===== src/rtl/scratchpad_settings.svh =====
`ifndef SCRATCHPAD_SETTINGS_SVH
`define SCRATCHPAD_SETTINGS_SVH

// scratchpad geometry.
`define SP_NUM_BANKS     2
`define SP_MATS_PER_BANK 4
`define SP_ROWS_PER_MAT  4

// datapath widths.
`define SP_ROW_BITS      64
`define SP_ADDR_BITS     32

// queue depths, input side and output side of a bank.
`define SP_IN_DEPTH      2
`define SP_OUT_DEPTH     8

// select widths derived from the geometry above.
`define SP_BANK_W        ($clog2(`SP_NUM_BANKS))
`define SP_MAT_W         ($clog2(`SP_MATS_PER_BANK))
`define SP_ROW_W         ($clog2(`SP_ROWS_PER_MAT))

`endif


===== src/rtl/scratchpad_pkg.sv =====
`include "scratchpad_settings.svh"

package scratchpad_pkg;

    // a store read goes to DRAM, every other type is consumed by the GEMM array.
    typedef enum logic [1:0] {
        MAT_STORE   = 2'd0,
        MAT_WEIGHT  = 2'd1,
        MAT_INPUT   = 2'd2,
        MAT_PARTIAL = 2'd3
    } mat_type_e;

    // the arbiter either searches for a bank or holds the bank it presents.
    typedef enum logic {
        ARB_IDLE  = 1'b0,
        ARB_GRANT = 1'b1
    } arb_state_e;

    // entry of a bank's write queue.
    typedef struct packed {
        logic                      gemm;
        logic [`SP_MAT_W-1:0]      mat;
        logic [`SP_ROW_W-1:0]      row;
        logic [`SP_ROW_BITS-1:0]   data;
    } wr_word_t;

    // entry of a bank's read queue.
    typedef struct packed {
        mat_type_e                 mat_type;
        logic [`SP_MAT_W-1:0]      mat;
        logic [`SP_ROW_W-1:0]      row;
        logic [`SP_ADDR_BITS-1:0]  addr;
    } rd_word_t;

    typedef struct packed {
        logic [`SP_ADDR_BITS-1:0]  addr;
        logic [`SP_MAT_W-1:0]      mat;
        logic [`SP_ROW_W-1:0]      row;
        logic [`SP_ROW_BITS-1:0]   data;
    } dram_word_t;

    typedef struct packed {
        mat_type_e                 mat_type;
        logic [`SP_MAT_W-1:0]      mat;
        logic [`SP_ROW_W-1:0]      row;
        logic [`SP_ROW_BITS-1:0]   data;
    } gemm_word_t;

endpackage


===== src/rtl/scratchpad_bank.sv =====
`timescale 1ns/10ps
`include "scratchpad_settings.svh"

module scratchpad_bank (
    input  logic                       CLK,
    input  logic                       nRST,
    input  logic                       wr_en,
    input  logic                       wr_gemm,
    input  logic [`SP_MAT_W-1:0]       wr_mat,
    input  logic [`SP_ROW_W-1:0]       wr_row,
    input  logic [`SP_ROW_BITS-1:0]    wr_data,
    output logic                       wr_full,
    input  logic                       rd_en,
    input  scratchpad_pkg::mat_type_e  rd_type,
    input  logic [`SP_MAT_W-1:0]       rd_mat,
    input  logic [`SP_ROW_W-1:0]       rd_row,
    input  logic [`SP_ADDR_BITS-1:0]   rd_addr,
    output logic                       rd_full,
    input  logic                       dram_ren,
    output logic                       dram_empty,
    output logic [`SP_ADDR_BITS-1:0]   dram_addr,
    output logic [`SP_MAT_W-1:0]       dram_mat,
    output logic [`SP_ROW_W-1:0]       dram_row,
    output logic [`SP_ROW_BITS-1:0]    dram_data,
    input  logic                       gemm_ren,
    output logic                       gemm_empty,
    output scratchpad_pkg::mat_type_e  gemm_type,
    output logic [`SP_MAT_W-1:0]       gemm_mat,
    output logic [`SP_ROW_W-1:0]       gemm_row,
    output logic [`SP_ROW_BITS-1:0]    gemm_data,
    output logic                       load_complete,
    output logic                       gemm_complete
);

    import scratchpad_pkg::*;

    localparam int ROW_W = `SP_ROW_W;
    localparam logic [ROW_W-1:0] LAST_ROW = ROW_W'(`SP_ROWS_PER_MAT - 1);

    logic [`SP_MATS_PER_BANK-1:0][`SP_ROWS_PER_MAT-1:0][`SP_ROW_BITS-1:0] rows;

    wr_word_t   wr_in;
    wr_word_t   wr_head;
    rd_word_t   rd_in;
    rd_word_t   rd_head;
    dram_word_t dram_in;
    dram_word_t dram_head;
    gemm_word_t gemm_in;
    gemm_word_t gemm_head;

    logic                    wr_empty;
    logic                    wr_pop;
    logic                    rd_empty;
    logic                    rd_pop;
    logic                    is_store;
    logic                    dram_full;
    logic                    gemm_full;
    logic                    dram_push;
    logic                    gemm_push;
    logic [`SP_ROW_BITS-1:0] rd_row_data;

    assign wr_in = '{gemm: wr_gemm, mat: wr_mat, row: wr_row, data: wr_data};
    assign rd_in = '{mat_type: rd_type, mat: rd_mat, row: rd_row, addr: rd_addr};

    sync_fifo #(.WIDTH($bits(wr_word_t)), .DEPTH(`SP_IN_DEPTH)) wr_fifo (
        .CLK(CLK), .nRST(nRST),
        .wen(wr_en), .ren(wr_pop), .wdata(wr_in), .rdata(wr_head),
        .full(wr_full), .empty(wr_empty)
    );

    sync_fifo #(.WIDTH($bits(rd_word_t)), .DEPTH(`SP_IN_DEPTH)) rd_fifo (
        .CLK(CLK), .nRST(nRST),
        .wen(rd_en), .ren(rd_pop), .wdata(rd_in), .rdata(rd_head),
        .full(rd_full), .empty(rd_empty)
    );

    // the write queue drains one entry per cycle, so its head is stored at the next edge.
    assign wr_pop = !wr_empty;

    always_ff @(posedge CLK, negedge nRST) begin
        if (!nRST) begin
            rows <= '0;
        end else if (wr_pop) begin
            rows[wr_head.mat][wr_head.row] <= wr_head.data;
        end
    end

    // the last row of a matrix closes it, the flag tells a load from a GEMM result.
    assign load_complete = wr_pop && (wr_head.row == LAST_ROW) && !wr_head.gemm;
    assign gemm_complete = wr_pop && (wr_head.row == LAST_ROW) && wr_head.gemm;

    // a blocked head stalls every read behind it, which keeps the bank's reads in order.
    assign is_store    = (rd_head.mat_type == MAT_STORE);
    assign dram_push   = !rd_empty && is_store && !dram_full;
    assign gemm_push   = !rd_empty && !is_store && !gemm_full;
    assign rd_pop      = dram_push || gemm_push;
    assign rd_row_data = rows[rd_head.mat][rd_head.row];

    assign dram_in = '{addr: rd_head.addr, mat: rd_head.mat, row: rd_head.row,
                       data: rd_row_data};
    assign gemm_in = '{mat_type: rd_head.mat_type, mat: rd_head.mat, row: rd_head.row,
                       data: rd_row_data};

    sync_fifo #(.WIDTH($bits(dram_word_t)), .DEPTH(`SP_OUT_DEPTH)) dram_fifo (
        .CLK(CLK), .nRST(nRST),
        .wen(dram_push), .ren(dram_ren), .wdata(dram_in), .rdata(dram_head),
        .full(dram_full), .empty(dram_empty)
    );

    sync_fifo #(.WIDTH($bits(gemm_word_t)), .DEPTH(`SP_OUT_DEPTH)) gemm_fifo (
        .CLK(CLK), .nRST(nRST),
        .wen(gemm_push), .ren(gemm_ren), .wdata(gemm_in), .rdata(gemm_head),
        .full(gemm_full), .empty(gemm_empty)
    );

    assign dram_addr = dram_head.addr;
    assign dram_mat  = dram_head.mat;
    assign dram_row  = dram_head.row;
    assign dram_data = dram_head.data;

    assign gemm_type = gemm_head.mat_type;
    assign gemm_mat  = gemm_head.mat;
    assign gemm_row  = gemm_head.row;
    assign gemm_data = gemm_head.data;

endmodule


===== src/rtl/sync_fifo.sv =====
`timescale 1ns/10ps

module sync_fifo #(
    parameter int WIDTH = 8,
    parameter int DEPTH = 4
) (
    input  logic             CLK,
    input  logic             nRST,
    input  logic             wen,
    input  logic             ren,
    input  logic [WIDTH-1:0] wdata,
    output logic [WIDTH-1:0] rdata,
    output logic             full,
    output logic             empty
);

    localparam int PTR_W = (DEPTH > 1) ? $clog2(DEPTH) : 1;
    localparam int CNT_W = $clog2(DEPTH + 1);
    localparam logic [PTR_W-1:0] LAST_PTR = PTR_W'(DEPTH - 1);
    localparam logic [CNT_W-1:0] FULL_CNT = CNT_W'(DEPTH);

    logic [WIDTH-1:0] mem [DEPTH];
    logic [PTR_W-1:0] wr_ptr;
    logic [PTR_W-1:0] rd_ptr;
    logic [CNT_W-1:0] count;
    logic             do_write;
    logic             do_read;

    // requests against a full or an empty buffer are dropped here.
    assign do_write = wen && !full;
    assign do_read  = ren && !empty;

    assign full  = (count == FULL_CNT);
    assign empty = (count == '0);
    assign rdata = mem[rd_ptr];

    always_ff @(posedge CLK, negedge nRST) begin
        if (!nRST) begin
            wr_ptr <= '0;
            rd_ptr <= '0;
            count  <= '0;
        end else begin
            if (do_write) begin
                wr_ptr <= (wr_ptr == LAST_PTR) ? '0 : wr_ptr + 1'b1;
            end
            if (do_read) begin
                rd_ptr <= (rd_ptr == LAST_PTR) ? '0 : rd_ptr + 1'b1;
            end
            if (do_write && !do_read) begin
                count <= count + 1'b1;
            end else if (do_read && !do_write) begin
                count <= count - 1'b1;
            end
        end
    end

    always_ff @(posedge CLK) begin
        if (do_write) begin
            mem[wr_ptr] <= wdata;
        end
    end

endmodule


===== config.mk =====
export PLATFORM = sky130hd
export DESIGN_NAME = scratchpad_bank
export DESIGN_NICKNAME = d
export VERILOG_FILES = /design/src/rtl/scratchpad_pkg.sv /design/src/rtl/scratchpad_bank.sv /design/src/rtl/sync_fifo.sv
export VERILOG_INCLUDE_DIRS = /design/src /design/src/rtl
export SDC_FILE = /design/constraint.sdc
export NUM_CORES = 2
export LEC_CHECK = 0
export BUFFER_PORTS_ARGS = -buffer_cell sky130_fd_sc_hd__buf_2
export CAP_MARGIN = 0
export CORE_AREA = 2 2 398 400
export CTS_CLUSTER_DIAMETER = 80
export DETAILED_ROUTE_END_ITERATION = 8
export DIE_AREA = 0 0 400 402
export PLACE_DENSITY = 0.84
export SLEW_MARGIN = 25
export SYNTH_ARGS = -nofsm -noshare
export SYNTH_HDL_FRONTEND = slang
export SYNTH_SLANG_ARGS = --single-unit

===== constraint.sdc =====
create_clock -name CLK -period 28.8 [get_ports CLK]
set_input_delay 5.76 -clock CLK [delete_from_list [all_inputs] [get_ports CLK]]
set_output_delay 5.76 -clock CLK [all_outputs]
set_load 0.01 [all_outputs]

# [Word-level counts from Yosys, hierarchy flattened]
# Memory sizes are Yosys's and may differ from the RTL's.
# Index checks and enable logic that the tools add are counted.
[word_totals] register_bits=1052 latchBits=0 ramBits=1574 rom_bits=0 in_bits=113 out_inout_bits=176 word_cells=147 mem_count=4
[classes] add_sub_neg=16 mul=0 div=0 order_cmp=6 eq_ne=9 shifts=0 n_mux=33 n_bitwise=0 reduce_logical=51
[memory_table] memory="dram_fifo.mem" depth=8 width=100 rd=1 rd_clocked_by_memory_dff=0 write_ports=1 line_no="sync_fifo.sv:22" source="logic [WIDTH-1:0] mem [DEPTH];"
[memory_table] memory="gemm_fifo.mem" depth=8 width=70 rd=1 rd_clocked_by_memory_dff=0 write_ports=1 line_no="sync_fifo.sv:22"
[memory_table] memory="wr_fifo.mem" depth=2 width=69 rd=1 rd_clocked_by_memory_dff=0 write_ports=1 line_no="sync_fifo.sv:22"
[memory_table] memory="rd_fifo.mem" depth=2 width=38 rd=1 rd_clocked_by_memory_dff=0 write_ports=1 line_no="sync_fifo.sv:22"
[ops] op="bitwise mux 1024 bit" n=1
[ops] op="binary-select mux 256 bit (select 2 bit)" n=1
[ops] op="demux 256 bit (select 2 bit)" n=1
[ops] op="two-way mux 256 bit" n=2
[ops] op="binary-select mux 64 bit (select 2 bit)" n=1
[ops] op="demux 64 bit (select 2 bit)" n=1
[ops] op="two-way mux 64 bit" n=2
[ops] op="logical AND 1 bit" n=24
[ops] op="logical NOT 1 bit" n=17
[ops] op="two-way mux 4 bit" n=4
[ops] op="adder 3 x 1 -> 3 bit (second input constant)" n=4
[ops] op="== test 3 bit (second input constant)" n=4
[ops] op="< comparator 2 x 3 -> 1 bit (second input constant)" n=4
[ops] op="two-way mux 1 bit" n=12
[ops] op="two-way mux 3 bit" n=4
[ops] op="adder 4 x 1 -> 4 bit (second input constant)" n=2
[ops] op="== test 4 bit (second input constant)" n=2
[ops] op="logical NOT 4 bit" n=2
[ops] op="two-way mux 2 bit" n=4
[ops] op="nonzero test 2 bit" n=4
[ops] op="subtractor 4 x 1 -> 4 bit (second input constant)" n=2
[ops] op="== test 2 bit (second input constant)" n=3
[ops] op="logical NOT 2 bit" n=3
[ops] op="adder 1 bit (second input constant)" n=4
[ops] op="other kinds (4)" n=7

# [Depth between registers and ports, before layout]
# An unclocked memory read counts as a cell.
[depth] word_depth=10 depth_mapped=12 depth_no_buf=11

# [Modules after synthesis]
# Synthesis repeated with hierarchy kept, for this count alone.
[unflattened] cells_unflattened=5247 hier_area_um2=106362.0
[modules_own_cells] module="scratchpad_bank" instances=1 cells_per_inst=2782 area_per_inst_um2=45497.4 seq_area_each_um2=25624.6
[modules_own_cells] module="sync_fifo (dram_fifo)" instances=1 cells_per_inst=1220 area_per_inst_um2=30696.9 seq_area_each_um2=24273.3
[modules_own_cells] module="sync_fifo (gemm_fifo)" instances=1 cells_per_inst=874 area_per_inst_um2=21654.5 seq_area_each_um2=17066.4
[modules_own_cells] module="sync_fifo (wr_fifo)" instances=1 cells_per_inst=234 area_per_inst_um2=5527.8 seq_area_each_um2=4244.1
[modules_own_cells] module="sync_fifo (rd_fifo)" instances=1 cells_per_inst=137 area_per_inst_um2=2985.4 seq_area_each_um2=2382.3

# [Worst setup path before layout]
# No wires, ideal clock.
[synth_timing] path_kind="register -> register" startpoint="register rd_fifo.rd_ptr" endpoint="memory dram_fifo.mem[1][0] in the netlist's numbering, enable pin" arrival_time_ns=11.778 slack_ns=16.182 path_stages_with_launch=6 path_cell_list="dfrtp_1 -> buf_4 -> or3b_2 -> a211o_1 -> clkbuf_1 -> nor4b_1"
[synth_via] elab_chain_cells=7
[synth_lines] element="start, declared" line_no="sync_fifo.sv:24" source="logic [PTR_W-1:0] rd_ptr;"
[synth_lines] element="start signal, assigned" line_no="sync_fifo.sv:47" source="rd_ptr <= (rd_ptr == LAST_PTR) ? '0 : rd_ptr + 1'b1;"
[synth_lines] element="memory read (2 x 38 bit)"
[synth_lines] element="logical NOT 2 bit" line_no="scratchpad_bank.sv:93" source="assign is_store = (rd_head.mat_type == MAT_STORE);"
[synth_lines] element="logical AND 1 bit (2 in a row)" line_no="scratchpad_bank.sv:94" source="assign dram_push = !rd_empty && is_store && !dram_full;"
[synth_lines] element="logical AND 1 bit" line_no="sync_fifo.sv:30" source="assign do_write = wen && !full;"
[synth_lines] element="two-way mux 1 bit" line_no="sync_fifo.sv:58" source="if (do_write) begin"
[synth_lines] element="two-way mux 1 bit (not written as such)" line_no="sync_fifo.sv:59" source="mem[wr_ptr] <= wdata;"
[synth_lines] element="end, declared" line_no="sync_fifo.sv:22"
# No other way between the ends.

# [Worst setup path in the final report]
[layout_timing] startpoint="register dram_fifo.rd_ptr[0]" endpoint="output dram_data[18]"
[layout_via] elab_chain_cells=1
[layout_lines] element="start, declared" line_no="sync_fifo.sv:24"
[layout_lines] element="start signal, assigned" line_no="sync_fifo.sv:47"
[layout_lines] element="memory read (8 x 100 bit)"
[layout_lines] element="end, declared" line_no="scratchpad_bank.sv:24" source="output logic [`SP_ROW_BITS-1:0] dram_data,"
# No other way between the ends.

==> flow_metrics.tcl <==
set metrics [dict create \
    numClockSinks 2626 \
    r2r_slack_ns 22.93 \
    ys_seq_elements 2626 \
    worst-setup-path-type "reg -> out" \
    syn_area_per_cell_sq_um 15.3 \
    drc 0 \
    ant_nets 0 \
    gp_congestion 0.783 \
    vdd_drop_max_uv 77.4 \
    drv_cap 0 \
    post_cts_buffers 0 \
    rsz0062_at_grt "no" \
    async_flop_share 0.401 \
    hold_violations 0 \
    grt_pass1_wl_um 420000 \
    clkTransAtPathRegs_ns 0.07 \
    hp-class "reg -> reg" \
    netlist.area_leader.share 0.454 \
    clkLatencyLatePin_ns 0.93 \
    ys_types 48 \
    postCtsHoldBufs 0 \
    syn_nets 6930 \
    yosys_warnings 0 \
    status "complete, no violations" \
    routed-via-count 64000 \
    initial_utilization 0.663 \
    tightest_slew_ns 1.13 \
    grt.total_usage 0.355 \
    power_density_nw_per_um2 130 \
    setup_violations 0 \
    die_x_um 400 \
    max_stage_delay_ns 0.87 \
    synthCells 6799 \
    cp.required_ns 23.04 \
    rows 146 \
    cts_tree "built" \
    fin_setup_tns_ns 0 \
    timing.fmax_ghz 0.0915 \
    dp_hpwl_um 143000 \
    final.setup_skew_ns 0.0977 \
    die_h_um 402 \
    fin_nets 7114 \
    ctsResizeCount 0 \
    core_area_sq_um 157000 \
    fin_crit_ns 10.93 \
    netlist.top_cell.by_area "edfxtp_1" \
    portBuffers 288 \
    via_per_inst 6.91 \
    path_max_fanout 49 \
    antenna_found_initial 22 \
    drtIter0Drc 9183 \
    synthTopCellsByArea "edfxtp_1, dfrtp_1, mux4_2, mux2i_1, a21oi_1" \
    cp_slowest_cell "buf_4" \
    syn_area_sq_um 104000 \
    dieArea_sq_um 161000 \
    slew_headroom 0.246 \
    wirelength_um 284000 \
    crit_arrival_ns 5.17 \
    cp_cell_sequence "buf_4 > buf_4 > buf_6 > mux4_2 > mux2_2 > buf_2" \
    slew_viol_final 0 \
    drt_first_pass_iters 9 \
    wl_per_cell_um 30.6 \
    endpoint_kind "output pin" \
    p_leak_nw 43.9 \
    grt_pass1_vias 65600 \
    fin_crit_sh 0.380 \
    fin_util 0.738 \
    io-pin-count 289 \
    crit_top_cell "buf_4" \
    h-tree-depth 4 \
    grt_max_degree 123 \
    synthFlopType "edfxtp_1" \
    yosysMostFrequentCell "edfxtp_1" \
    ys_seq_area_frac 0.706 \
    start_kind "flop" \
    synthTopCellsByCount "edfxtp_1, dfrtp_1, nor2_1" \
    ctsLongestPathBuffers 3 \
    grt_overflow 0 \
    root_buffer "clkbuf_16" \
    drive_gt1_frac 0.205 \
    synth-edff-count 1574 \
    cts_made_buffers 238 \
    area_growth_pct 11.3 \
]
==> state kept, by name (all words and copies together) (netlist names), 4 cells and up <==
| register | cells |
|---|---|
| gemm_fifo.count | 4 |
| dram_fifo.count | 4 |
| rd_fifo.mem | 76 |
| wr_fifo.mem | 138 |
| rows | 1024 |
| dram_fifo.mem | 800 |
| gemm_fifo.mem | 560 |
==> final timing paths <==
path / startpoint / to / cells past startpoint
worst min register to register: rows[7]$_DFFE_PN0P_ / rows[7]$_DFFE_PN0P_ / 2
worst min-delay path: rows[7]$_DFFE_PN0P_ / rows[7]$_DFFE_PN0P_ / 2
min in group asynchronous: nRST / rows[543]$_DFFE_PN0P_ / 1
max in group asynchronous: nRST / rows[254]$_DFFE_PN0P_ / 5
worst max register to register: rd_fifo.rd_ptr$_DFFE_PN0P_ / dram_fifo.mem[7][40]$_DFFE_PP_ / 7
worst max-delay path: dram_fifo.rd_ptr[0]$_DFFE_PN0P_ / dram_data[18] / 6
==> where the power goes <==
group	internal [mW]	switching [mW]
logic	1.87	3.46
clock network	1.84	1.47
registers	5.79	0.639
total	9.51	5.57
==> metrics by stage <==
stage | power, mW | cell area [sq um] | setup slack, ns | instances | hold slack (ns)
floorplan | 9.61 | 104000 | 16.18 | 6799 | 0.449
global placement | 11.1 | 107000 | 18.68 | 8811 | 0.460
detailed placement | 11.4 | 108000 | 18.57 | 8813 | 0.469
CTS | 15.0 | 116000 | 17.48 | 9257 | 0.482
global route | 15.6 | 116000 | 17.52 | 9262 | 0.500
finish | 15.1 | 116000 | 17.87 | 9265 | 0.477
==> critical path, delay by kind of cell, from the launching register on <==
family	cells	cell delay [ns]
buffers and inverters	4	2.46
muxes	2	0.93
DFF	1	0.74
==> cell families (layout without fill, tap and decap cells) <==
| group | count (synthesis) | count (layout) | share of synthesized area |
|---|---|---|---|
| adders and majority gates | 18 | 18 | 0.00231 |
| and+or+nand+nor | 1160 | 1160 | 0.0457 |
| muxes | 1139 | 1139 | 0.153 |
| DFF | 2626 | 2626 | 0.706 |
| buffers and inverters | 522 | 910 | 0.0231 |
| xor gates and xnor gates | 16 | 16 | 0.00134 |
| AOI/OAI and AO/OA | 1318 | 1318 | 0.0680 |
| other | 0 | 6 | 0 |
==> per-layer routing <==
metal | routed length [um] | vias to the layer above | GRT usage
li1 | - | 25900 | -
met1 | 97000 | 32200 | 0.455
met2 | 138000 | 4833 | 0.574
met3 | 33600 | 1074 | 0.0887
met4 | 15000 | 22 | 0.171
met5 | 141 | - | 0
==> cell type report <==
type	instances	area [sq um]
Tap cell	2072	2590
Antenna cell	6	15.0
Inverter	15	56.3
Fill cell	8404	41100
Timing Repair Buffer	451	2850
Sequential cell	2626	73600
Clock inverter	132	1710
Multi-Input combinational cell	3651	28600
Clock buffer	312	6520
==> layout by cell type, fill, tap and decap left out, drive strengths merged, types with 2 or more instances in the layout <==
cell	n
and3	4
a2111oi	10
mux4	340
or4	64
a21oi	643
mux2i	582
or3b	3
mux2	217
o22ai	256
a21o	5
nand2b	5
nand2	392
buf	451
xnor2	12
nor4	10
inv	17
clkbuf	312
and3b	3
fa	2
o2111ai	4
clkinv	92
nor2	650
nand3b	3
ha	16
and4	3
a2111o	2
nor4b	4
nand3	3
o21ai	397
nor3b	4
xor2	4
diode	6
bufinv	26
edfxtp	1574
dfrtp	1052
clkinvlp	12
nor3	9
Power figures use the tool's default switching activity.
